===== config.mk =====
export PLATFORM = sky130hd
export DESIGN_NAME = graphics
export DESIGN_NICKNAME = d
export VERILOG_FILES = /design/src/rtl/game_pkg.sv /design/src/rtl/video_pkg.sv /design/src/rtl/score_calc.sv /design/src/rtl/score_to_digits.sv /design/src/rtl/screen_timer.sv /design/src/rtl/vga_timing.sv /design/src/rtl/pixel_painter.sv /design/src/rtl/graphics.sv
export SDC_FILE = /design/constraint.sdc
export NUM_CORES = 1
export LEC_CHECK = 0
export BUFFER_PORTS_ARGS = -buffer_cell sky130_fd_sc_hd__buf_2
export CAP_MARGIN = 20
export CORE_AREA = 2 2 128 130
export CTS_BUF_LIST = sky130_fd_sc_hd__clkbuf_4 sky130_fd_sc_hd__clkbuf_8
export DETAILED_ROUTE_END_ITERATION = 10
export DIE_AREA = 0 0 130 132
export HOLD_SLACK_MARGIN = 0.03
export PLACE_DENSITY = 0.85
export SYNTH_ARGS = -nofsm -noshare
export SYNTH_HDL_FRONTEND = slang
export SYNTH_SLANG_ARGS = --single-unit
export TNS_END_PERCENT = 20

===== constraint.sdc =====
create_clock -name clock -period 2.9 [get_ports clock]
set_clock_uncertainty 0.1 [all_clocks]
set_input_delay 0.58 -clock clock [delete_from_list [all_inputs] [get_ports clock]]
set_output_delay 0.58 -clock clock [all_outputs]
set_load 0.005 [all_outputs]

===== src/rtl/game_pkg.sv =====
package game_pkg;

	// Score format
	localparam int score_w  = 14;                                   // Holds up to 9999
	localparam int digits_w = 16;                                   // Four BCD digits
	localparam logic [score_w-1:0] score_max  = 14'd9999;           // Saturation value
	localparam logic [score_w-1:0] hit_points = 14'd10;             // Points per hit

	// Infrared reading
	localparam int ir_w = 16;
	localparam logic [ir_w-1:0] hit_threshold = 16'h8000;           // At or above means aimed

	// Screen phases
	localparam int screen_w = 3;
	localparam logic [screen_w-1:0] screen_logo     = 3'd0;
	localparam logic [screen_w-1:0] screen_ready    = 3'd1;
	localparam logic [screen_w-1:0] screen_play     = 3'd2;
	localparam logic [screen_w-1:0] screen_times_up = 3'd3;
	localparam logic [screen_w-1:0] screen_board    = 3'd4;         // Held until reset or get_ready

	// Phase lengths in clock cycles
	localparam int timer_w = 12;                                    // Must hold play_cycles
	localparam logic [timer_w-1:0] logo_cycles     = 12'd64;
	localparam logic [timer_w-1:0] ready_cycles    = 12'd64;
	localparam logic [timer_w-1:0] play_cycles     = 12'd2048;
	localparam logic [timer_w-1:0] times_up_cycles = 12'd64;

	// House codes
	localparam int house_w = 2;
	localparam logic [house_w-1:0] house_gryffindor = 2'd0;
	localparam logic [house_w-1:0] house_slytherin  = 2'd1;
	localparam logic [house_w-1:0] house_hufflepuff = 2'd2;
	localparam logic [house_w-1:0] house_ravenclaw  = 2'd3;

endpackage


===== src/rtl/video_pkg.sv =====
package video_pkg;

	localparam int coord_w = 10;                                    // Counter and coordinate width

	// Horizontal timing in pixels
	localparam logic [coord_w-1:0] h_visible = 10'd640;
	localparam logic [coord_w-1:0] h_front   = 10'd16;
	localparam logic [coord_w-1:0] h_sync    = 10'd96;
	localparam logic [coord_w-1:0] h_back    = 10'd48;
	localparam logic [coord_w-1:0] h_total   = h_visible + h_front + h_sync + h_back; // 800

	// Vertical timing in lines
	localparam logic [coord_w-1:0] v_visible = 10'd480;
	localparam logic [coord_w-1:0] v_front   = 10'd10;
	localparam logic [coord_w-1:0] v_sync    = 10'd2;
	localparam logic [coord_w-1:0] v_back    = 10'd33;
	localparam logic [coord_w-1:0] v_total   = v_visible + v_front + v_sync + v_back; // 525

	localparam int color_w = 8;                                     // Per channel
	localparam logic [coord_w-1:0] band_height = 10'd64;            // House band lines

	// Palette, RGB packed red highest
	localparam logic [3*color_w-1:0] colour_house_0    = 24'h740001; // Gryffindor scarlet
	localparam logic [3*color_w-1:0] colour_house_1    = 24'h1a472a; // Slytherin green
	localparam logic [3*color_w-1:0] colour_house_2    = 24'hffd800; // Hufflepuff yellow
	localparam logic [3*color_w-1:0] colour_house_3    = 24'h0e1a40; // Ravenclaw blue
	localparam logic [3*color_w-1:0] colour_ready      = 24'h2e8b57;
	localparam logic [3*color_w-1:0] colour_times_up   = 24'hb22222;
	localparam logic [3*color_w-1:0] colour_board      = 24'h4b0082;
	localparam logic [3*color_w-1:0] colour_background = 24'h101010;

endpackage


===== src/rtl/score_calc.sv =====
module score_calc (
	input  logic                         clock,
	input  logic                         reset,
	input  logic [game_pkg::ir_w-1:0]    ir_in,
	input  logic                         scoring,   // High only while hits count
	input  logic                         clear,     // Restart from zero
	output logic [game_pkg::score_w-1:0] score
);

	logic aimed;       // Current sample over threshold
	logic aimed_q;     // Previous sample over threshold
	logic hit;
	logic at_ceiling;  // One more hit would pass the maximum

	assign aimed = ir_in >= game_pkg::hit_threshold;
	assign hit   = scoring && aimed && !aimed_q;                    // Rising crossing only

	// Held readings give one hit; a reading that stays aimed never scores again
	assign at_ceiling = score > (game_pkg::score_max - game_pkg::hit_points);

	always_ff @(posedge clock) begin
		if (reset) begin
			aimed_q <= 1'b0;
			score   <= '0;
		end else begin
			aimed_q <= aimed;                                       // Tracked even outside play
			if (clear) begin
				score <= '0;
			end else if (hit) begin
				if (at_ceiling) begin
					score <= game_pkg::score_max;                   // Saturate
				end else begin
					score <= score + game_pkg::hit_points;
				end
			end
		end
	end

endmodule


===== src/rtl/score_to_digits.sv =====
module score_to_digits (
	input  logic                          clock,
	input  logic                          reset,
	input  logic [game_pkg::score_w-1:0]  score,
	output logic [game_pkg::digits_w-1:0] digits   // Thousands in top nibble
);

	logic [3:0]                    cnt;        // 0 loads, 1..14 shift
	logic [game_pkg::digits_w-1:0] bcd;        // Partial BCD result
	logic [game_pkg::digits_w-1:0] bcd_adj;    // After add-3 correction
	logic [game_pkg::digits_w-1:0] bcd_next;
	logic [game_pkg::score_w-1:0]  bin;        // Binary bits still to shift in
	logic [game_pkg::score_w-1:0]  bin_next;
	logic                          pass_last;

	// Correct one digit before it doubles
	function automatic logic [3:0] add3(input logic [3:0] d);
		return (d >= 4'd5) ? d + 4'd3 : d;
	endfunction

	assign bcd_adj = {add3(bcd[15:12]), add3(bcd[11:8]), add3(bcd[7:4]), add3(bcd[3:0])};

	// One left shift across the BCD and binary halves
	assign bcd_next  = {bcd_adj[game_pkg::digits_w-2:0], bin[game_pkg::score_w-1]};
	assign bin_next  = {bin[game_pkg::score_w-2:0], 1'b0};
	assign pass_last = cnt == 4'(game_pkg::score_w);                // One shift per score bit

	always_ff @(posedge clock) begin
		if (reset) begin
			cnt    <= '0;
			digits <= '0;
		end else begin
			cnt <= pass_last ? 4'd0 : cnt + 4'd1;                   // Free running pass
			if (pass_last) begin
				digits <= bcd_next;                                 // Final shift lands here
			end
		end
	end

	// Shift datapath reloads at the start of every pass
	always_ff @(posedge clock) begin
		if (cnt == 4'd0) begin
			bcd <= '0;
			bin <= score;                                           // Sample once per pass
		end else begin
			bcd <= bcd_next;
			bin <= bin_next;
		end
	end

endmodule


===== src/rtl/screen_timer.sv =====
module screen_timer (
	input  logic                          clock,
	input  logic                          reset,
	input  logic                          leaderboard,   // Host jump to board
	input  logic                          get_ready,     // Host restart of a round
	output logic [game_pkg::screen_w-1:0] screen,
	output logic                          score_clear    // First cycle of ready
);

	logic [game_pkg::timer_w-1:0]  cnt;          // Cycles spent in this phase
	logic [game_pkg::timer_w-1:0]  cnt_next;
	logic [game_pkg::timer_w-1:0]  phase_len;
	logic [game_pkg::screen_w-1:0] next_screen;
	logic                          phase_done;
	logic                          phase_change;
	logic                          clear_scores;

	always_comb begin
		case (screen)
			game_pkg::screen_logo:     phase_len = game_pkg::logo_cycles;
			game_pkg::screen_ready:    phase_len = game_pkg::ready_cycles;
			game_pkg::screen_play:     phase_len = game_pkg::play_cycles;
			game_pkg::screen_times_up: phase_len = game_pkg::times_up_cycles;
			default:                   phase_len = '0;          // Board never times out
		endcase
	end

	assign cnt_next   = cnt + 1'b1;
	assign phase_done = (phase_len != '0) && (cnt_next == phase_len);

	always_comb begin
		next_screen = screen;
		if (get_ready) begin
			next_screen = game_pkg::screen_ready;                   // Host request wins
		end else if (leaderboard) begin
			next_screen = game_pkg::screen_board;
		end else if (phase_done) begin
			case (screen)
				game_pkg::screen_logo:     next_screen = game_pkg::screen_ready;
				game_pkg::screen_ready:    next_screen = game_pkg::screen_play;
				game_pkg::screen_play:     next_screen = game_pkg::screen_times_up;
				game_pkg::screen_times_up: next_screen = game_pkg::screen_board;
				default:                   next_screen = screen;
			endcase
		end
	end

	assign phase_change = (next_screen != screen) || get_ready;    // get_ready restarts ready
	assign clear_scores = phase_change && (next_screen == game_pkg::screen_ready);

	always_ff @(posedge clock) begin
		if (reset) begin
			screen      <= game_pkg::screen_logo;
			cnt         <= '0;
			score_clear <= 1'b0;
		end else begin
			screen      <= next_screen;
			score_clear <= clear_scores;                            // One cycle pulse
			if (phase_change) begin
				cnt <= '0;                                          // Reload on every change
			end else if (screen != game_pkg::screen_board) begin
				cnt <= cnt_next;
			end
		end
	end

endmodule


===== src/rtl/vga_timing.sv =====
module vga_timing (
	input  logic                          clock,
	input  logic                          reset,
	output logic                          hs,      // Active low
	output logic                          vs,      // Active low
	output logic                          blank,   // High outside the visible area
	output logic [video_pkg::coord_w-1:0] x,
	output logic [video_pkg::coord_w-1:0] y
);

	logic [video_pkg::coord_w-1:0] h_cnt;
	logic [video_pkg::coord_w-1:0] v_cnt;
	logic                          h_last;     // Last pixel of a line
	logic                          v_last;     // Last line of a frame
	logic                          h_in_sync;
	logic                          v_in_sync;
	logic                          visible;

	assign h_last = h_cnt == (video_pkg::h_total - 1'b1);
	assign v_last = v_cnt == (video_pkg::v_total - 1'b1);

	// Sync starts after visible area plus front porch
	assign h_in_sync = (h_cnt >= video_pkg::h_visible + video_pkg::h_front) &&
		(h_cnt < video_pkg::h_visible + video_pkg::h_front + video_pkg::h_sync);
	assign v_in_sync = (v_cnt >= video_pkg::v_visible + video_pkg::v_front) &&
		(v_cnt < video_pkg::v_visible + video_pkg::v_front + video_pkg::v_sync);
	assign visible = (h_cnt < video_pkg::h_visible) && (v_cnt < video_pkg::v_visible);

	always_ff @(posedge clock) begin
		if (reset) begin
			h_cnt <= '0;
			v_cnt <= '0;
		end else begin
			h_cnt <= h_last ? '0 : h_cnt + 1'b1;
			if (h_last) begin
				v_cnt <= v_last ? '0 : v_cnt + 1'b1;                // Step once per line
			end
		end
	end

	// Outputs lag the counters by one cycle, x and y lag with them
	always_ff @(posedge clock) begin
		if (reset) begin
			hs    <= 1'b1;
			vs    <= 1'b1;
			blank <= 1'b1;
			x     <= '0;
			y     <= '0;
		end else begin
			hs    <= !h_in_sync;
			vs    <= !v_in_sync;
			blank <= !visible;
			x     <= h_cnt;
			y     <= v_cnt;
		end
	end

endmodule


===== src/rtl/pixel_painter.sv =====
module pixel_painter (
	input  logic                          clock,
	input  logic                          reset,
	input  logic                          hs,
	input  logic                          vs,
	input  logic                          blank,
	input  logic [video_pkg::coord_w-1:0] x,
	input  logic [video_pkg::coord_w-1:0] y,
	input  logic [game_pkg::house_w-1:0]  house_p1,
	input  logic [game_pkg::house_w-1:0]  house_p2,
	input  logic                          two_player_mode,
	input  logic [game_pkg::screen_w-1:0] screen,
	output logic                          vga_hs,
	output logic                          vga_vs,
	output logic                          vga_blank,
	output logic [video_pkg::color_w-1:0] vga_r,
	output logic [video_pkg::color_w-1:0] vga_g,
	output logic [video_pkg::color_w-1:0] vga_b
);

	logic [3*video_pkg::color_w-1:0] colour;     // Packed RGB for this pixel
	logic                            in_band;    // Top house band
	logic                            left_half;

	// House code to palette entry
	function automatic logic [3*video_pkg::color_w-1:0] house_colour(
		input logic [game_pkg::house_w-1:0] house
	);
		case (house)
			game_pkg::house_gryffindor: house_colour = video_pkg::colour_house_0;
			game_pkg::house_slytherin:  house_colour = video_pkg::colour_house_1;
			game_pkg::house_hufflepuff: house_colour = video_pkg::colour_house_2;
			default:                    house_colour = video_pkg::colour_house_3; // Ravenclaw
		endcase
	endfunction

	assign in_band   = y < video_pkg::band_height;
	assign left_half = x < (video_pkg::h_visible >> 1);

	always_comb begin
		case (screen)
			game_pkg::screen_play: begin
				if (!in_band) begin
					colour = video_pkg::colour_background;
				end else if (left_half) begin
					colour = house_colour(house_p1);
				end else if (two_player_mode) begin
					colour = house_colour(house_p2);
				end else begin
					colour = video_pkg::colour_background;          // Single player
				end
			end
			game_pkg::screen_ready:    colour = video_pkg::colour_ready;
			game_pkg::screen_times_up: colour = video_pkg::colour_times_up;
			game_pkg::screen_board:    colour = video_pkg::colour_board;
			default:                   colour = video_pkg::colour_background; // Logo
		endcase
	end

	// One stage for sync, blank and colour together
	always_ff @(posedge clock) begin
		if (reset) begin
			vga_hs    <= 1'b1;
			vga_vs    <= 1'b1;
			vga_blank <= 1'b1;
			{vga_r, vga_g, vga_b} <= '0;
		end else begin
			vga_hs    <= hs;
			vga_vs    <= vs;
			vga_blank <= blank;
			{vga_r, vga_g, vga_b} <= blank ? '0 : colour;          // Black in blanking
		end
	end

endmodule


===== src/rtl/graphics.sv =====
module graphics (
	input  logic                          clock,
	input  logic                          reset,
	input  logic [game_pkg::ir_w-1:0]     ir_in_p1,
	input  logic [game_pkg::ir_w-1:0]     ir_in_p2,
	input  logic [game_pkg::house_w-1:0]  house_p1,
	input  logic [game_pkg::house_w-1:0]  house_p2,
	input  logic                          two_player_mode,
	input  logic                          leaderboard,
	input  logic                          get_ready,
	output logic                          vga_hs,
	output logic                          vga_vs,
	output logic                          vga_blank,
	output logic [video_pkg::color_w-1:0] vga_r,
	output logic [video_pkg::color_w-1:0] vga_g,
	output logic [video_pkg::color_w-1:0] vga_b,
	output logic [game_pkg::digits_w-1:0] p1_digits,   // To seven-segment
	output logic [game_pkg::digits_w-1:0] p2_digits,
	output logic [game_pkg::screen_w-1:0] screen       // Phase for the host
);

	logic [game_pkg::score_w-1:0]  p1_score;
	logic [game_pkg::score_w-1:0]  p2_score;
	logic                          score_clear;   // Entry to ready
	logic                          scoring_p1;
	logic                          scoring_p2;
	logic                          hs;
	logic                          vs;
	logic                          blank;
	logic [video_pkg::coord_w-1:0] x;
	logic [video_pkg::coord_w-1:0] y;

	assign scoring_p1 = screen == game_pkg::screen_play;
	assign scoring_p2 = scoring_p1 && two_player_mode;             // P2 idle in single mode

	screen_timer i_screen_timer (.clock(clock), .reset(reset), .leaderboard(leaderboard),
		.get_ready(get_ready), .screen(screen), .score_clear(score_clear));

	score_calc i_score_p1 (.clock(clock), .reset(reset), .ir_in(ir_in_p1),
		.scoring(scoring_p1), .clear(score_clear), .score(p1_score));
	score_calc i_score_p2 (.clock(clock), .reset(reset), .ir_in(ir_in_p2),
		.scoring(scoring_p2), .clear(score_clear), .score(p2_score));

	score_to_digits i_digits_p1 (.clock(clock), .reset(reset), .score(p1_score),
		.digits(p1_digits));
	score_to_digits i_digits_p2 (.clock(clock), .reset(reset), .score(p2_score),
		.digits(p2_digits));

	vga_timing i_vga_timing (.clock(clock), .reset(reset), .hs(hs), .vs(vs),
		.blank(blank), .x(x), .y(y));

	pixel_painter i_pixel_painter (.clock(clock), .reset(reset), .hs(hs), .vs(vs),
		.blank(blank), .x(x), .y(y), .house_p1(house_p1), .house_p2(house_p2),
		.two_player_mode(two_player_mode), .screen(screen), .vga_hs(vga_hs),
		.vga_vs(vga_vs), .vga_blank(vga_blank), .vga_r(vga_r), .vga_g(vga_g),
		.vga_b(vga_b));

endmodule


==> metrics.txt <==
delay-heaviest family, CP=simple AND/OR/NAND/NOR gates; Fillers=1319; Port Buf Inserts=72; synthesized cell area=between 8000 and 9000 µm²; Peak VDD IR=0.4039 mV; register area share after synthesis=47.82%; initial antenna violation count=2; worst r2r src=i_screen_timer.cnt[0]$_SDFFE_PP0P_; Bufs on Longest Clock Path=3; final hold vios=0; wire per inst=13.41 µm; die area=17160 µm²; global-route wire length before repair=27.82 mm; Critical Path Slowest Stage Cell=or4_4; Register Area=between 4000 and 5000 µm²; Async SR Flop Fraction=0%; Max-Cap Viols=0; Final period util=96.10%; top post-synthesis cells by area=dfxtp_1 (48%), ha_1 (6.3%), mux2_2 (4.5%); Unique masters post-synth=61; Mean Syn Cell Area=9.079 µm²; H-tree depth=2; Critical Path AT=3.07 ns; crit path cell chain=ha_2, nand3_2, or2_4, or4_4, o41ai_4, buf_4, a21oi_4, nand4b_1, a31oi_1; Hold Crit Class=input port to register; Post-CTS Hold Buffers=0; via count=6695; hold endpoint=i_screen_timer.screen[1]$_SDFF_PP0_; final wirelength=16.90 mm; total CTS buffers=34; Ports=about 100; CP Class=register to register; CP Buf/Inv Count=1; Reg2Reg Depth=9; CTS sink count=203; number of global-route vias before repair=6246; area grow syn2layout=15.33%; Final TNS setup=0 ns; commonest non-fill, non-tap cell in the layout=dfxtp_1; Final setup viols=0; first drt pass iteration count=7; Top FF cell, synth=dfxtp_1; CTS tree=done; worst hold start=leaderboard; Tightest Pin Transition=0.6690 ns; Final min period=2.787 ns; Required @ worst endpoint=3.19 ns; largest net degree at the start of global routing=31; Synth Net Count=1020; Setup crit start kind=register; CP Max Fanout=9; commonest cells after routing, fill and taps aside=dfxtp_1 (203), nor2_1 (100), nand2_1 (92), buf_2 (72), o21ai_0 (61); hpwl dp=between 10 and 15 mm; DRC viols=0; final slew viol count=0; R2R setup slack=0.11 ns; crit path launch=i_screen_timer.cnt[0]$_SDFFE_PP0P_; site row count=46; synth warn=0; slew margin rel.=55.19%; core footprint=15710 µm²; Mapped Cells=936; top cell type's share of synthesized area=about 48%; share of layout cells above drive strength 1=19.19%; run status=complete, no violations; Worst Hold Path Cells=2; CP endpoint kind=register; clk root buf=clkbuf_8; RR Endpoint=i_screen_timer.cnt[9]$_SDFFE_PP0P_; area occupied by multi-input gates=4143 µm²; Die Ht=132 µm; number of flops mapped to enable cells by yosys=0; Crit path largest cell delay=0.54 ns; clock latency on the worst-skew pair=0.51 ns; initial core utilization=54.09%; cell taking the most area after synthesis=dfxtp_1; GRT Total Usage=between 10% and 20%; antenna viol nets, final=0; #FFs+latches synth=just over 200; floorplan die width=130 µm; Leak=~4 nW; Placer Congestion=0.8423; pwr dens=569.2 nW/µm²; drt via density=5.313; Initial DRC Count=around 550; fmax=0.3588 GHz; Remaining Overflow, GRT=0; Total Power=between 5 and 6 mW; nets=1107; clk slew on worst S/H paths=0.06 ns
-- timing repair --
action	4_1_cts	5_1_grt
setup endpoints to repair	0	8
buffers inserted	0	1
resized for setup	0	4
-- cells by family (layout without fill, tap and decap cells) --
kind of cell	count (synthesis)	after routing	synth area share, %
AND/OR/NAND/NOR	362	362	21.32
flip-flops	203	203	47.82
AO/OA/AOI/OAI	161	162	10.98
buffers and inverters	83	188	3.857
XOR/XNOR	48	48	4.947
adder cells (fa/ha/maj)	43	43	6.331
multiplexers	36	36	4.741
other	0	2	0
-- stage by stage --
step                      util, %  worst slack, ns  instances  cell area, µm²  hold WS (ns)
after floorplan                 -           0.3928        936            8498        0.2895
after detailed placement    57.88           0.1334       1201            9094        0.2946
after CTS                   62.16           0.1165       1256            9767        0.1843
final                       62.37           0.1131       1260            9801        0.2083
after global placement      57.88           0.2476       1201            9094        0.2949
after global routing        62.37        -0.008747       1260            9801        0.2154
-- cell usage after synthesis, types with 6 or more instances --
| cell | count |
|---|---|
| a21oi_1 | 57 |
| or3_1 | 8 |
| a31oi_1 | 12 |
| clkbuf_1 | 28 |
| ha_1 | 43 |
| o211ai_1 | 6 |
| dfxtp_1 | 203 |
| nand2_1 | 92 |
| xnor2_1 | 24 |
| or2_2 | 9 |
| nand4_1 | 13 |
| and2_1 | 8 |
| xor2_1 | 24 |
| inv_1 | 45 |
| nor2_1 | 100 |
| nor3_1 | 12 |
| and3_1 | 14 |
| nor3b_1 | 17 |
| nand2b_1 | 13 |
| nand3_1 | 37 |
| nor2b_1 | 13 |
| mux2_2 | 34 |
| nor4_1 | 6 |
| o21ai_0 | 61 |
-- power by group --
group | total (mW) | internal (mW) | leakage (nW) | switching (mW)
combinational | 0.242 | 0.0889 | 1.99 | 0.153
sequential | 2.84 | 2.82 | 1.64 | 0.0208
clock | 2.50 | 1.43 | 0.357 | 1.06
-- cell type report --
class                           instances  area share (%)
Antenna cell                            2         0.05107
Timing Repair Buffer                   87           4.826
Sequential cell                       203           41.47
Inverter                               46           1.762
Tap cell                              216           2.758
Clock buffer                           53           6.741
Clock inverter                          2          0.1277
Multi-Input combinational cell        651           42.27
-- flip-flops by register name (all words and copies together) (netlist names), 4 cells and up --
register and flops:
i_vga_timing.x 4, i_pixel_painter.vga_r 8, i_digits_p2.bin 14, i_digits_p2.bcd 16, i_screen_timer.cnt 12, i_vga_timing.h_cnt 10, i_digits_p1.cnt 4, i_digits_p1.bin 14
i_score_p2.score 14, i_score_p1.score 14, i_digits_p2.cnt 4, i_pixel_painter.vga_b 8, i_vga_timing.v_cnt 10, i_digits_p1.bcd 16, i_pixel_painter.vga_g 7, i_digits_p1.digits 16
i_vga_timing.y 4, i_digits_p2.digits 16
-- per-layer routing --
metal  wire length, µm  global-route usage [%]  vias up
met5                 0                       0        -
met4               544                   9.857        0
met3               805                   3.977       37
met2              8125                   32.72      174
met1              7425                   23.26     3116
li1                  -                       -     3368
-- worst max-delay path by stage --
stage                                    endpoint  slack, ns  cells past startpoint
4_1_cts        i_screen_timer.cnt[9]$_SDFFE_PP0P_       0.12                      8
3_3_place_gp   i_screen_timer.cnt[8]$_SDFFE_PP0P_       0.25                      8
6_report       i_screen_timer.cnt[9]$_SDFFE_PP0P_       0.11                      9
5_1_grt        i_screen_timer.cnt[8]$_SDFFE_PP0P_     -0.009                      9
2_1_floorplan  i_screen_timer.cnt[6]$_SDFFE_PP0P_       0.39                     10
3_5_place_dp   i_screen_timer.cnt[9]$_SDFFE_PP0P_       0.13                      8
No activity file was read; power rests on OpenSTA's default activity.
